===== src/rv_defines.svh =====
`ifndef RV_DEFINES_SVH
`define RV_DEFINES_SVH

// architectural register and pc width
`define RV_XLEN 32
// x0 included in the count
`define RV_NUM_REGS 32

`define RV_RESET_PC 32'h0000_0000
// byte distance between sequential instructions
`define RV_INSN_STEP 32'd4

`endif


===== src/rv_isa_pkg.sv =====
`default_nettype none

package rv_isa_pkg;

  typedef enum logic [6:0] {
    OPC_LUI    = 7'b0110111,
    OPC_OP_IMM = 7'b0010011,
    OPC_OP     = 7'b0110011,
    OPC_BRANCH = 7'b1100011
  } opcode_e;

  // funct3 values, ADD and ADDI share one
  localparam logic [2:0] F3_ADD = 3'b000;
  localparam logic [2:0] F3_BEQ = 3'b000;
  localparam logic [2:0] F3_BNE = 3'b001;
  localparam logic [6:0] F7_BASE = 7'b0000000;

  typedef logic [4:0] reg_idx_t;

  typedef struct packed {
    logic [6:0] funct7;
    reg_idx_t   rs2;
    reg_idx_t   rs1;
    logic [2:0] funct3;
    reg_idx_t   rd;
    logic [6:0] opcode;
  } insn_fields_t;

  // lui, addi and add to a nonzero rd are the only register writers
  function automatic logic writes_rd(input insn_fields_t f);
    logic alu_op;
    alu_op = (f.opcode == OPC_LUI)
          || (f.opcode == OPC_OP_IMM && f.funct3 == F3_ADD)
          || (f.opcode == OPC_OP && f.funct3 == F3_ADD && f.funct7 == F7_BASE);
    return alu_op && (f.rd != '0);
  endfunction

endpackage

`default_nettype wire


===== src/rv_pipe_pkg.sv =====
`default_nettype none
`include "rv_defines.svh"

package rv_pipe_pkg;

  // what occupies a stage, carried down to writeback for the trace
  typedef enum logic [2:0] {
    CYCLE_INVALID      = 3'd0,
    CYCLE_RESET        = 3'd1,
    CYCLE_NO_STALL     = 3'd2,
    CYCLE_TAKEN_BRANCH = 3'd4
  } cycle_status_e;

  typedef struct packed {
    logic [`RV_XLEN-1:0] pc;
    logic [31:0]         insn;
    cycle_status_e       status;
  } decode_stage_t;

  // a and b are the register operands as read in decode
  typedef struct packed {
    logic [`RV_XLEN-1:0] pc;
    logic [31:0]         insn;
    logic [`RV_XLEN-1:0] a;
    logic [`RV_XLEN-1:0] b;
    cycle_status_e       status;
  } execute_stage_t;

  typedef struct packed {
    logic [`RV_XLEN-1:0] pc;
    logic [31:0]         insn;
    logic [`RV_XLEN-1:0] o;
    cycle_status_e       status;
  } memory_stage_t;

  // no loads, so writeback carries the same fields as memory
  typedef memory_stage_t writeback_stage_t;

  typedef struct packed {
    logic                we;
    rv_isa_pkg::reg_idx_t rd;
    logic [`RV_XLEN-1:0] value;
  } bypass_t;

  typedef struct packed {
    logic                taken;
    logic [`RV_XLEN-1:0] target;
  } redirect_t;

  typedef struct packed {
    logic [`RV_XLEN-1:0]  pc;
    logic [31:0]          insn;
    cycle_status_e        status;
    logic                 rd_we;
    rv_isa_pkg::reg_idx_t rd;
    logic [`RV_XLEN-1:0]  rd_data;
  } wb_trace_t;

endpackage

`default_nettype wire


===== src/rv_regfile.sv =====
`timescale 1ns/1ps
`default_nettype none
`include "rv_defines.svh"

module rv_regfile (
  input  logic                 clk,
  input  logic                 rst,
  input  logic                 rd_we,
  input  rv_isa_pkg::reg_idx_t rd,
  input  logic [`RV_XLEN-1:0]  rd_data,
  input  rv_isa_pkg::reg_idx_t rs1,
  input  rv_isa_pkg::reg_idx_t rs2,
  output logic [`RV_XLEN-1:0]  rs1_data,
  output logic [`RV_XLEN-1:0]  rs2_data
);

  // x0 has no storage
  logic [`RV_XLEN-1:0] regs [1:`RV_NUM_REGS-1];

  always_ff @(posedge clk) begin
    if (rst) begin
      for (int i = 1; i < `RV_NUM_REGS; i++) begin
        regs[i] <= '0;
      end
    end else if (rd_we && rd != '0) begin
      regs[rd] <= rd_data;
    end
  end

  // reads see the old value during a write, decode covers that case
  assign rs1_data = (rs1 == '0) ? '0 : regs[rs1];
  assign rs2_data = (rs2 == '0) ? '0 : regs[rs2];

endmodule

`default_nettype wire


===== src/rv_fetch.sv =====
`timescale 1ns/1ps
`default_nettype none
`include "rv_defines.svh"

module rv_fetch (
  input  logic                       clk,
  input  logic                       rst,
  input  rv_pipe_pkg::redirect_t     redirect,
  input  logic [31:0]                insn_from_imem,
  output logic [`RV_XLEN-1:0]        pc_to_imem,
  output rv_pipe_pkg::decode_stage_t decode_q
);
  import rv_pipe_pkg::*;

  logic [`RV_XLEN-1:0] pc;

  always_ff @(posedge clk) begin
    if (rst) begin
      pc <= `RV_RESET_PC;
    end else if (redirect.taken) begin
      pc <= redirect.target;
    end else begin
      pc <= pc + `RV_INSN_STEP;
    end
  end

  assign pc_to_imem = pc;

  // the instruction fetched down the wrong path becomes a bubble
  always_ff @(posedge clk) begin
    if (rst) begin
      decode_q <= '{pc: '0, insn: '0, status: CYCLE_RESET};
    end else if (redirect.taken) begin
      decode_q <= '{pc: '0, insn: '0, status: CYCLE_TAKEN_BRANCH};
    end else begin
      decode_q <= '{pc: pc, insn: insn_from_imem, status: CYCLE_NO_STALL};
    end
  end

endmodule

`default_nettype wire


===== src/rv_decode.sv =====
`timescale 1ns/1ps
`default_nettype none
`include "rv_defines.svh"

module rv_decode (
  input  logic                        clk,
  input  logic                        rst,
  input  rv_pipe_pkg::decode_stage_t  decode_q,
  input  rv_pipe_pkg::redirect_t      redirect,
  input  rv_pipe_pkg::bypass_t        wb_bypass,
  output rv_isa_pkg::reg_idx_t        rs1,
  output rv_isa_pkg::reg_idx_t        rs2,
  input  logic [`RV_XLEN-1:0]         rs1_data,
  input  logic [`RV_XLEN-1:0]         rs2_data,
  output rv_pipe_pkg::execute_stage_t execute_q
);
  import rv_isa_pkg::*;
  import rv_pipe_pkg::*;

  insn_fields_t        f;
  logic [`RV_XLEN-1:0] op_a;
  logic [`RV_XLEN-1:0] op_b;

  assign f   = insn_fields_t'(decode_q.insn);
  assign rs1 = f.rs1;
  assign rs2 = f.rs2;

  // the register file write of this cycle lands only at the edge,
  // so a writeback match takes the bypass value instead
  always_comb begin
    op_a = rs1_data;
    op_b = rs2_data;
    if (wb_bypass.we && wb_bypass.rd == f.rs1) begin
      op_a = wb_bypass.value;
    end
    if (wb_bypass.we && wb_bypass.rd == f.rs2) begin
      op_b = wb_bypass.value;
    end
  end

  always_ff @(posedge clk) begin
    if (rst) begin
      execute_q <= '{pc: '0, insn: '0, a: '0, b: '0, status: CYCLE_RESET};
    end else if (redirect.taken) begin
      execute_q <= '{pc: '0, insn: '0, a: '0, b: '0, status: CYCLE_TAKEN_BRANCH};
    end else begin
      execute_q <= '{
        pc:     decode_q.pc,
        insn:   decode_q.insn,
        a:      op_a,
        b:      op_b,
        status: decode_q.status
      };
    end
  end

endmodule

`default_nettype wire


===== src/rv_execute.sv =====
`timescale 1ns/1ps
`default_nettype none
`include "rv_defines.svh"

module rv_execute (
  input  logic                        clk,
  input  logic                        rst,
  input  rv_pipe_pkg::execute_stage_t execute_q,
  input  rv_pipe_pkg::bypass_t        wb_bypass,
  output rv_pipe_pkg::redirect_t      redirect,
  output rv_pipe_pkg::memory_stage_t  memory_q
);
  import rv_isa_pkg::*;
  import rv_pipe_pkg::*;

  insn_fields_t        f;
  bypass_t             mem_bypass;
  logic [`RV_XLEN-1:0] op_a;
  logic [`RV_XLEN-1:0] op_b;
  logic [`RV_XLEN-1:0] imm_i;
  logic [`RV_XLEN-1:0] imm_b;
  logic [`RV_XLEN-1:0] sum;
  logic [`RV_XLEN-1:0] result;
  logic                ops_equal;
  logic                br_taken;

  // the younger result in the memory stage wins over writeback
  function automatic logic [`RV_XLEN-1:0] fwd(
    input reg_idx_t            src,
    input logic [`RV_XLEN-1:0] reg_val
  );
    logic [`RV_XLEN-1:0] v;
    v = reg_val;
    if (mem_bypass.we && mem_bypass.rd == src) begin
      v = mem_bypass.value;
    end else if (wb_bypass.we && wb_bypass.rd == src) begin
      v = wb_bypass.value;
    end
    return v;
  endfunction

  assign f = insn_fields_t'(execute_q.insn);

  // result sitting in the memory stage under the writeback write rule
  assign mem_bypass = '{
    we:    writes_rd(insn_fields_t'(memory_q.insn)),
    rd:    memory_q.insn[11:7],
    value: memory_q.o
  };

  always_comb begin
    op_a = fwd(f.rs1, execute_q.a);
    op_b = fwd(f.rs2, execute_q.b);
  end

  assign imm_i = {{20{execute_q.insn[31]}}, execute_q.insn[31:20]};
  assign imm_b = {{19{execute_q.insn[31]}}, execute_q.insn[31], execute_q.insn[7],
                  execute_q.insn[30:25], execute_q.insn[11:8], 1'b0};

  // one adder for addi and add
  assign sum    = op_a + ((f.opcode == OPC_OP) ? op_b : imm_i);
  assign result = (f.opcode == OPC_LUI) ? {execute_q.insn[31:12], 12'b0} : sum;

  assign ops_equal = (op_a == op_b);

  always_comb begin
    br_taken = 1'b0;
    if (f.opcode == OPC_BRANCH) begin
      if (f.funct3 == F3_BEQ) begin
        br_taken = ops_equal;
      end else if (f.funct3 == F3_BNE) begin
        br_taken = !ops_equal;
      end
    end
  end

  assign redirect = '{taken: br_taken, target: execute_q.pc + imm_b};

  always_ff @(posedge clk) begin
    if (rst) begin
      memory_q <= '{pc: '0, insn: '0, o: '0, status: CYCLE_RESET};
    end else begin
      memory_q <= '{
        pc:     execute_q.pc,
        insn:   execute_q.insn,
        o:      result,
        status: execute_q.status
      };
    end
  end

endmodule

`default_nettype wire


===== src/rv_writeback.sv =====
`timescale 1ns/1ps
`default_nettype none
`include "rv_defines.svh"

module rv_writeback (
  input  logic                       clk,
  input  logic                       rst,
  input  rv_pipe_pkg::memory_stage_t memory_q,
  output logic                       rd_we,
  output rv_isa_pkg::reg_idx_t       rd,
  output logic [`RV_XLEN-1:0]        rd_data,
  output rv_pipe_pkg::bypass_t       wb_bypass,
  output rv_pipe_pkg::wb_trace_t     trace
);
  import rv_isa_pkg::*;
  import rv_pipe_pkg::*;

  writeback_stage_t wb_q;

  always_ff @(posedge clk) begin
    if (rst) begin
      wb_q <= '{pc: '0, insn: '0, o: '0, status: CYCLE_RESET};
    end else begin
      wb_q <= memory_q;
    end
  end

  // bubbles carry insn 0 and so never write
  assign rd_we   = writes_rd(insn_fields_t'(wb_q.insn));
  assign rd      = wb_q.insn[11:7];
  assign rd_data = wb_q.o;

  assign wb_bypass = '{we: rd_we, rd: rd, value: rd_data};

  assign trace = '{
    pc:      wb_q.pc,
    insn:    wb_q.insn,
    status:  wb_q.status,
    rd_we:   rd_we,
    rd:      rd,
    rd_data: rd_data
  };

endmodule

`default_nettype wire


===== src/rv_pipeline_top.sv =====
`timescale 1ns/1ps
`default_nettype none
`include "rv_defines.svh"

module rv_pipeline_top (
  input  logic                   clk,
  input  logic                   rst,
  output logic [`RV_XLEN-1:0]    pc_to_imem,
  input  logic [31:0]            insn_from_imem,
  output rv_pipe_pkg::wb_trace_t trace
);
  import rv_isa_pkg::*;
  import rv_pipe_pkg::*;

  decode_stage_t       decode_q;
  execute_stage_t      execute_q;
  memory_stage_t       memory_q;
  redirect_t           redirect;
  bypass_t             wb_bypass;
  reg_idx_t            rs1;
  reg_idx_t            rs2;
  logic [`RV_XLEN-1:0] rs1_data;
  logic [`RV_XLEN-1:0] rs2_data;
  logic                rd_we;
  reg_idx_t            rd;
  logic [`RV_XLEN-1:0] rd_data;

  rv_fetch u_fetch (
    .clk            (clk),
    .rst            (rst),
    .redirect       (redirect),
    .insn_from_imem (insn_from_imem),
    .pc_to_imem     (pc_to_imem),
    .decode_q       (decode_q)
  );

  rv_decode u_decode (
    .clk       (clk),
    .rst       (rst),
    .decode_q  (decode_q),
    .redirect  (redirect),
    .wb_bypass (wb_bypass),
    .rs1       (rs1),
    .rs2       (rs2),
    .rs1_data  (rs1_data),
    .rs2_data  (rs2_data),
    .execute_q (execute_q)
  );

  rv_regfile u_regfile (
    .clk      (clk),
    .rst      (rst),
    .rd_we    (rd_we),
    .rd       (rd),
    .rd_data  (rd_data),
    .rs1      (rs1),
    .rs2      (rs2),
    .rs1_data (rs1_data),
    .rs2_data (rs2_data)
  );

  rv_execute u_execute (
    .clk       (clk),
    .rst       (rst),
    .execute_q (execute_q),
    .wb_bypass (wb_bypass),
    .redirect  (redirect),
    .memory_q  (memory_q)
  );

  rv_writeback u_writeback (
    .clk       (clk),
    .rst       (rst),
    .memory_q  (memory_q),
    .rd_we     (rd_we),
    .rd        (rd),
    .rd_data   (rd_data),
    .wb_bypass (wb_bypass),
    .trace     (trace)
  );

endmodule

`default_nettype wire


===== config.mk =====
export PLATFORM = sky130hd
export DESIGN_NAME = rv_pipeline_top
export DESIGN_NICKNAME = d
export VERILOG_FILES = /design/src/rv_isa_pkg.sv /design/src/rv_pipe_pkg.sv /design/src/rv_regfile.sv /design/src/rv_fetch.sv /design/src/rv_decode.sv /design/src/rv_execute.sv /design/src/rv_writeback.sv /design/src/rv_pipeline_top.sv
export VERILOG_INCLUDE_DIRS = /design/src /design/src/src
export SDC_FILE = /design/constraint.sdc
export NUM_CORES = 2
export LEC_CHECK = 0
export ABC_AREA = 1
export BUFFER_PORTS_ARGS = -buffer_cell sky130_fd_sc_hd__buf_4
export CAP_MARGIN = 40
export CORE_MARGIN = 2
export CORE_UTILIZATION = 40
export CTS_CLUSTER_SIZE = 30
export DETAILED_ROUTE_END_ITERATION = 6
export MAX_ROUTING_LAYER = met4
export PLACE_DENSITY_LB_ADDON = 0.1
export SLEW_MARGIN = 30
export SYNTH_ARGS = -nofsm -noshare
export SYNTH_HDL_FRONTEND = slang
export SYNTH_SLANG_ARGS = --single-unit

===== constraint.sdc =====
create_clock -name clk -period 9.98 [get_ports clk]
set_clock_uncertainty 0.05 [all_clocks]
set_input_delay 1.996 -clock clk [delete_from_list [all_inputs] [get_ports clk]]
set_output_delay 1.996 -clock clk [all_outputs]
set_load 0.05 [all_outputs]

### Word-level counts from Yosys, hierarchy flattened

Memory sizes are Yosys's and may differ from the RTL's. A register that Yosys moved wholly into a read port is not among the register bits.
Index checks and enable logic that the tools add are counted.
W data, S select, Z words.

| storage, ports and cells | value |
|---|---|
| RAM bits | 992 |
| memories | 1 |
| input port bits | 34 |
| logic and storage cells | 98 |
| bits in registers | 428 |

Memories:

| name | depth | width | rd ports | clocked after memory_dff | wr ports | RTL line | RTL |
|---|---|---|---|---|---|---|---|
| u_regfile.regs | 31 | 32 | 2 | 2 | 31 | rv_regfile.sv:18 | `` logic [`RV_XLEN-1:0] regs [1:`RV_NUM_REGS-1]; `` |

| operators by class | value |
|---|---|
| reductions and logical operators | 32 |
| add/subtract/negate cells | 3 |
| eq/ne operators | 17 |
| multiplexer cells | 26 |

Operator list:

| operator | number |
|---|---|
| $mux W32 | 12 |
| $add A32 B32 Y32 | 2 |
| $eq A7 B6 Y1 const B | 6 |
| $add A32 B3 Y32 const B | 1 |
| $eq A32 B32 Y1 | 1 |
| $reduce_or A32 Y1 | 1 |
| $eq A5 B5 Y1 | 6 |
| $logic_and A1 B1 Y1 | 15 |
| $mux W5 | 3 |
| $eq A7 B5 Y1 const B | 2 |
| $logic_not A7 Y1 | 2 |
| $logic_not A5 Y1 | 2 |
| $reduce_bool A5 Y1 | 2 |
| $logic_not A3 Y1 | 3 |
| $mux W1 | 9 |
| $eq A7 B7 Y1 const B | 1 |
| $mux W3 | 2 |
| $logic_or A1 B1 Y1 | 4 |
| $reduce_or A2 Y1 | 2 |
| $eq A3 B1 Y1 const B | 1 |
| $logic_not A1 Y1 | 1 |

### Longest topological paths before layout

| logic depth | value |
|---|---|
| depth after elaboration | 15 |
| mapped depth | 33 |
| mapped depth without buffers | 32 |

### Modules after synthesis

A second synthesis with hierarchy kept.

| second synthesis, totals | value |
|---|---|
| cell total of the unflattened synthesis | 10851 |
| area total of the unflattened synthesis | 79787.8 µm² |

By module, submodules not included:

| module | area each (µm²) | seq. area each (µm²) | instances | cells each |
|---|---|---|---|---|
| rv_regfile | 56511.7 | 30749.5 | 1 | 7249 |
| rv_execute | 10726.5 | 1981.9 | 1 | 1915 |
| rv_decode | 5338.9 | 2622.5 | 1 | 785 |
| rv_fetch | 3672.3 | 1981.9 | 1 | 483 |
| rv_writeback | 3538.4 | 1981.9 | 1 | 419 |

### Worst setup path before layout

OpenSTA, ideal clock, no wires.

| timing path | value |
|---|---|
| kind | input-to-reg |
| start | input rst |
| end | memory u_regfile.regs[11][0] in the netlist's numbering, enable pin |
| stages | 7 |
| data arrival time | 4.114 ns |
| library setup time | 0.389 ns |
| slack | 5.427 ns |
| cells stage by stage | clkbuf_1 > nor2_1 > inv_1 > nor3_1 > nand2_1 > clkbuf_1 > nand2_1 |

RTL lines:

| element | RTL line | RTL |
|---|---|---|
| from (decl) | rv_pipeline_top.sv:7 | `input logic rst,` |
| to (decl) | rv_regfile.sv:18 |  |

### Final worst setup path

| timing path | value |
|---|---|
| start | register u_writeback.wb_q (netlist bit u_writeback.rd[2]) |
| end | register, netlist name u_execute.memory_q[29] |

| on the way | value |
|---|---|
| longest elaborated chain between the ends | 8 |

Ends and longest elaborated chain:

| element | RTL line | RTL |
|---|---|---|
| from (decl) | rv_writeback.sv:18 | `writeback_stage_t wb_q;` |
| from (signal assigned) | rv_writeback.sv:22 | `wb_q <= '{pc: '0, insn: '0, o: '0, status: CYCLE_RESET};` |
| from (signal assigned) | rv_writeback.sv:24 | `wb_q <= memory_q;` |
| $reduce_bool A5 Y1 | rv_isa_pkg.sv:35 | `return alu_op && (f.rd != '0);` |
| $logic_and A1 B1 Y1 | rv_isa_pkg.sv:35 |  |
| $logic_and A1 B1 Y1 | rv_execute.sv:36 | `end else if (wb_bypass.we && wb_bypass.rd == src) begin` |
| $mux W32 | rv_execute.sv:36 |  |
| $mux W32 | rv_execute.sv:34 | `if (mem_bypass.we && mem_bypass.rd == src) begin` |
| $mux W32 | rv_execute.sv:61 | `assign sum = op_a + ((f.opcode == OPC_OP) ? op_b : imm_i);` |
| $add A32 B32 Y32 * | rv_execute.sv:61 |  |
| $mux W32 * | rv_execute.sv:62 | `assign result = (f.opcode == OPC_LUI) ? {execute_q.insn[31:12], 12'b0} : sum;` |

Mark *: on every way between the ends. The rest lies on a longest branch, timed or not.
A chain may end at the register's enable or synchronous reset.

==> flow_metrics.tcl <==
set metrics [dict create \
    die_height_um 435 \
    max-slew-margin-rel 0.334 \
    cp-end-kind "flip-flop" \
    max_freq_mhz 165 \
    synthArstFlopShare 0 \
    fin_ws_ns 3.92 \
    synthSimpleGateAreaFrac 0.228 \
    avgSynthCellArea_sq_um 8.18 \
    clock_sinks 1452 \
    drc 0 \
    finalHoldViolCount 0 \
    die-area_sq_mm 0.189 \
    whs_endpoint "u_writeback.trace[76]" \
    ios 171 \
    yosysWarnings 0 \
    reg2reg_from "u_writeback.rd[2]" \
    cp.required_ns 10.64 \
    regToRegEndpoint "u_execute.memory_q[29]" \
    synth_compound_area_frac 0.137 \
    areaGrowthSynthToFinish_pct 12.8 \
    crit_fanout 38 \
    crit_start "u_writeback.rd[2]" \
    portBuffers 170 \
    fin_area_sq_mm 0.0839 \
    seq_area_frac_synth 0.529 \
    dpl.hpwl_um 195000 \
    critPathMaxStageDelay_ns 0.67 \
    wire_per_inst_um 27.4 \
    tightest_slew_ns 0.995 \
    cts_root_buf "clkbuf_16" \
    cts_made_buffers 169 \
    cts_tree "yes" \
    critPathKind "reg2reg" \
    drt_first_pass_iters 6 \
    maxCapViolCount 0 \
    cts_setup_buffers 0 \
    hold_class "reg2reg" \
    cts.reportedPaths.clkPinSlew_ns 0.06 \
    r2r_slack_ns 3.92 \
    synth-xor-area-share 0.0101 \
    synth_top_family_by_area "simple AND/OR/NAND/NOR gates" \
    worstSkewPairLatency_ns 0.85 \
    antenna_found_initial 16 \
    r2r_cells 33 \
    vias_per_cell 5.83 \
    totalNegativeSetupSlack_ns 0 \
    fin_crit_ns 6.06 \
    worst_ep_arrival_time_ns 6.71 \
    syn_inst 9098 \
    setup_violations 0 \
    rsz0062_at_grt "no" \
    status "finished, final reports clean" \
    final_util 0.454 \
    startpoint_type "flip-flop" \
    grtUsageTotal 0.336 \
    fp.coreArea_sq_mm 0.185 \
    cts_buffer_depth 3 \
    pre_cts_slack_ns 3.96 \
    overflow 0 \
    die_w_um 435 \
    synth_fa_ha_area_frac 0.0110 \
    grt_pass1_vias 64000 \
    critPathSlowestCell "dfxtp_1" \
    drv_slew 0 \
    cp_common_cell "nand2_1" \
    wl_um 318000 \
    post_cts_resized 0 \
    hp-start "u_execute.memory_q[70]" \
    p_leak_nw 31.9 \
    hold_depth 2 \
    num_vias 67700 \
    p_per_area_mw_per_mm2 178 \
    fin_crit_sh 0.607 \
    drt_iter0_drc 8421 \
    ys_ff_latch 1452 \
    cts_hold_buf 0 \
    vdd_ir_drop_max_mv 0.130 \
    placed_cell_area_sq_mm 0.0781 \
    drtAntennaViolNets 0 \
    synthMuxAreaShare 0 \
    gp_congestion 0.968 \
    syn_area_sq_mm 0.0744 \
    synth_edf_count 1024 \
    ys_types 49 \
    layout-drive-gt1-share 0.0839 \
    synth_top_flop_cell "edfxtp_1" \
    rows 158 \
    grt_pass1_wl_um 453000 \
    start_util 0.402 \
    cts_max_level 4 \
    fin_nets 9055 \
    grt_max_degree 180 \
]
## final cells by class
cell class                      instances  area, sq um
Clock inverter                         68          787
Tap cell                             2480         3100
Timing Repair Buffer                  397         3310
Sequential cell                      1452        39400
Inverter                              882         3340
Multi-Input combinational cell       6055        29100
Clock buffer                          245         4870
Fill cell                           18000       101000
Antenna cell                           20         50.0
## how the worst max path moves through the flow
stage | slack, ns | endpoint
2_1_floorplan | 5.43 | u_regfile.regs[11][0]
3_3_place_gp | 4.08 | u_decode.execute_q[17]
3_5_place_dp | 3.96 | u_execute.memory_q[29]
4_1_cts | 3.91 | u_execute.memory_q[29]
5_1_grt | 3.40 | u_execute.memory_q[29]
6_report | 3.92 | u_execute.memory_q[29]
## cells in the final DEF (no fill, tap or decap), types with 32 or more instances in the layout
cell type     n
nor2_1     1690
nand2_1    1531
edfxtp_1   1024
inv_1       852
o21ai_0     711
nand3_1     670
a21oi_1     429
dfxtp_1     418
buf_4       362
o2111ai_1   185
clkbuf_16   176
o211ai_1    173
nand4_1     140
a31oi_1      67
xor2_1       62
ha_1         62
a22oi_1      61
clkbuf_1     48
nand2_2      38
nor3_1       33
conb_1       32
## power by group
group          internal (mW)  leakage (nW)  switching, mW
registers               6.65          14.0          0.163
clock network           3.65          2.75           2.69
logic                  0.431          15.1           1.37
## cells in the mapped netlist (all sizes together) (145+ instances only)
master | count | area share
nand3 | 683 | 0.046
nand2 | 1570 | 0.079
a21oi | 430 | 0.029
nor2 | 1699 | 0.086
o2111ai | 185 | 0.022
dfxtp | 428 | 0.12
clkbuf | 595 | 0.030
edfxtp | 1024 | 0.41
o21ai | 728 | 0.049
o211ai | 173 | 0.017
buf | 145 | 0.011
inv | 875 | 0.044
## cell families (layout without fill, tap and decap cells)
logic type	count (synthesis)	count (layout)
buffers and inverters	1622	1592
AND/OR/NAND/NOR	4149	4149
other	1	52
AO/OA/AOI/OAI	1724	1724
XOR/XNOR	86	86
adder cells (fa/ha/maj)	64	64
flip-flops	1452	1452
## per-layer routing
layer | vias to the layer above | global-route usage | share of wire
li1 | 30300 | - | -
met1 | 32900 | 0.426 | 0.40
met2 | 3637 | 0.510 | 0.45
met3 | 804 | 0.0629 | 0.093
met4 | 0 | 0.182 | 0.058
met5 | - | - | 0
## registers in the layout, indices dropped and copies added (netlist names)
name and count:
u_writeback.rd_data 32, u_regfile.regs 1024, u_execute.memory_q 99, u_writeback.trace 62, u_writeback.rd 5, u_fetch.pc_to_imem 32, u_fetch.decode_q 67, u_decode.execute_q 131
## critical path, delay by kind of cell, from the launching register on
family                   cells  cell delay, ns
AO/OA/AOI/OAI                5            1.38
adder cells (fa/ha/maj)      2            0.65
flip-flops                   1            0.67
AND/OR/NAND/NOR             19            1.92
buffers and inverters        7            1.22
## metrics by stage
step / power [mW] / std cells / hold slack (ns)
floorplan: 7.87 / 9129 / 0.338
global placement: 8.65 / 11200 / 0.342
detailed placement: 8.67 / 11300 / 0.345
CTS: 15.0 / 11600 / 0.339
global route: 15.4 / 11600 / 0.346
finish: 15.0 / 11600 / 0.337
No activity file was read; power rests on OpenSTA's default activity.
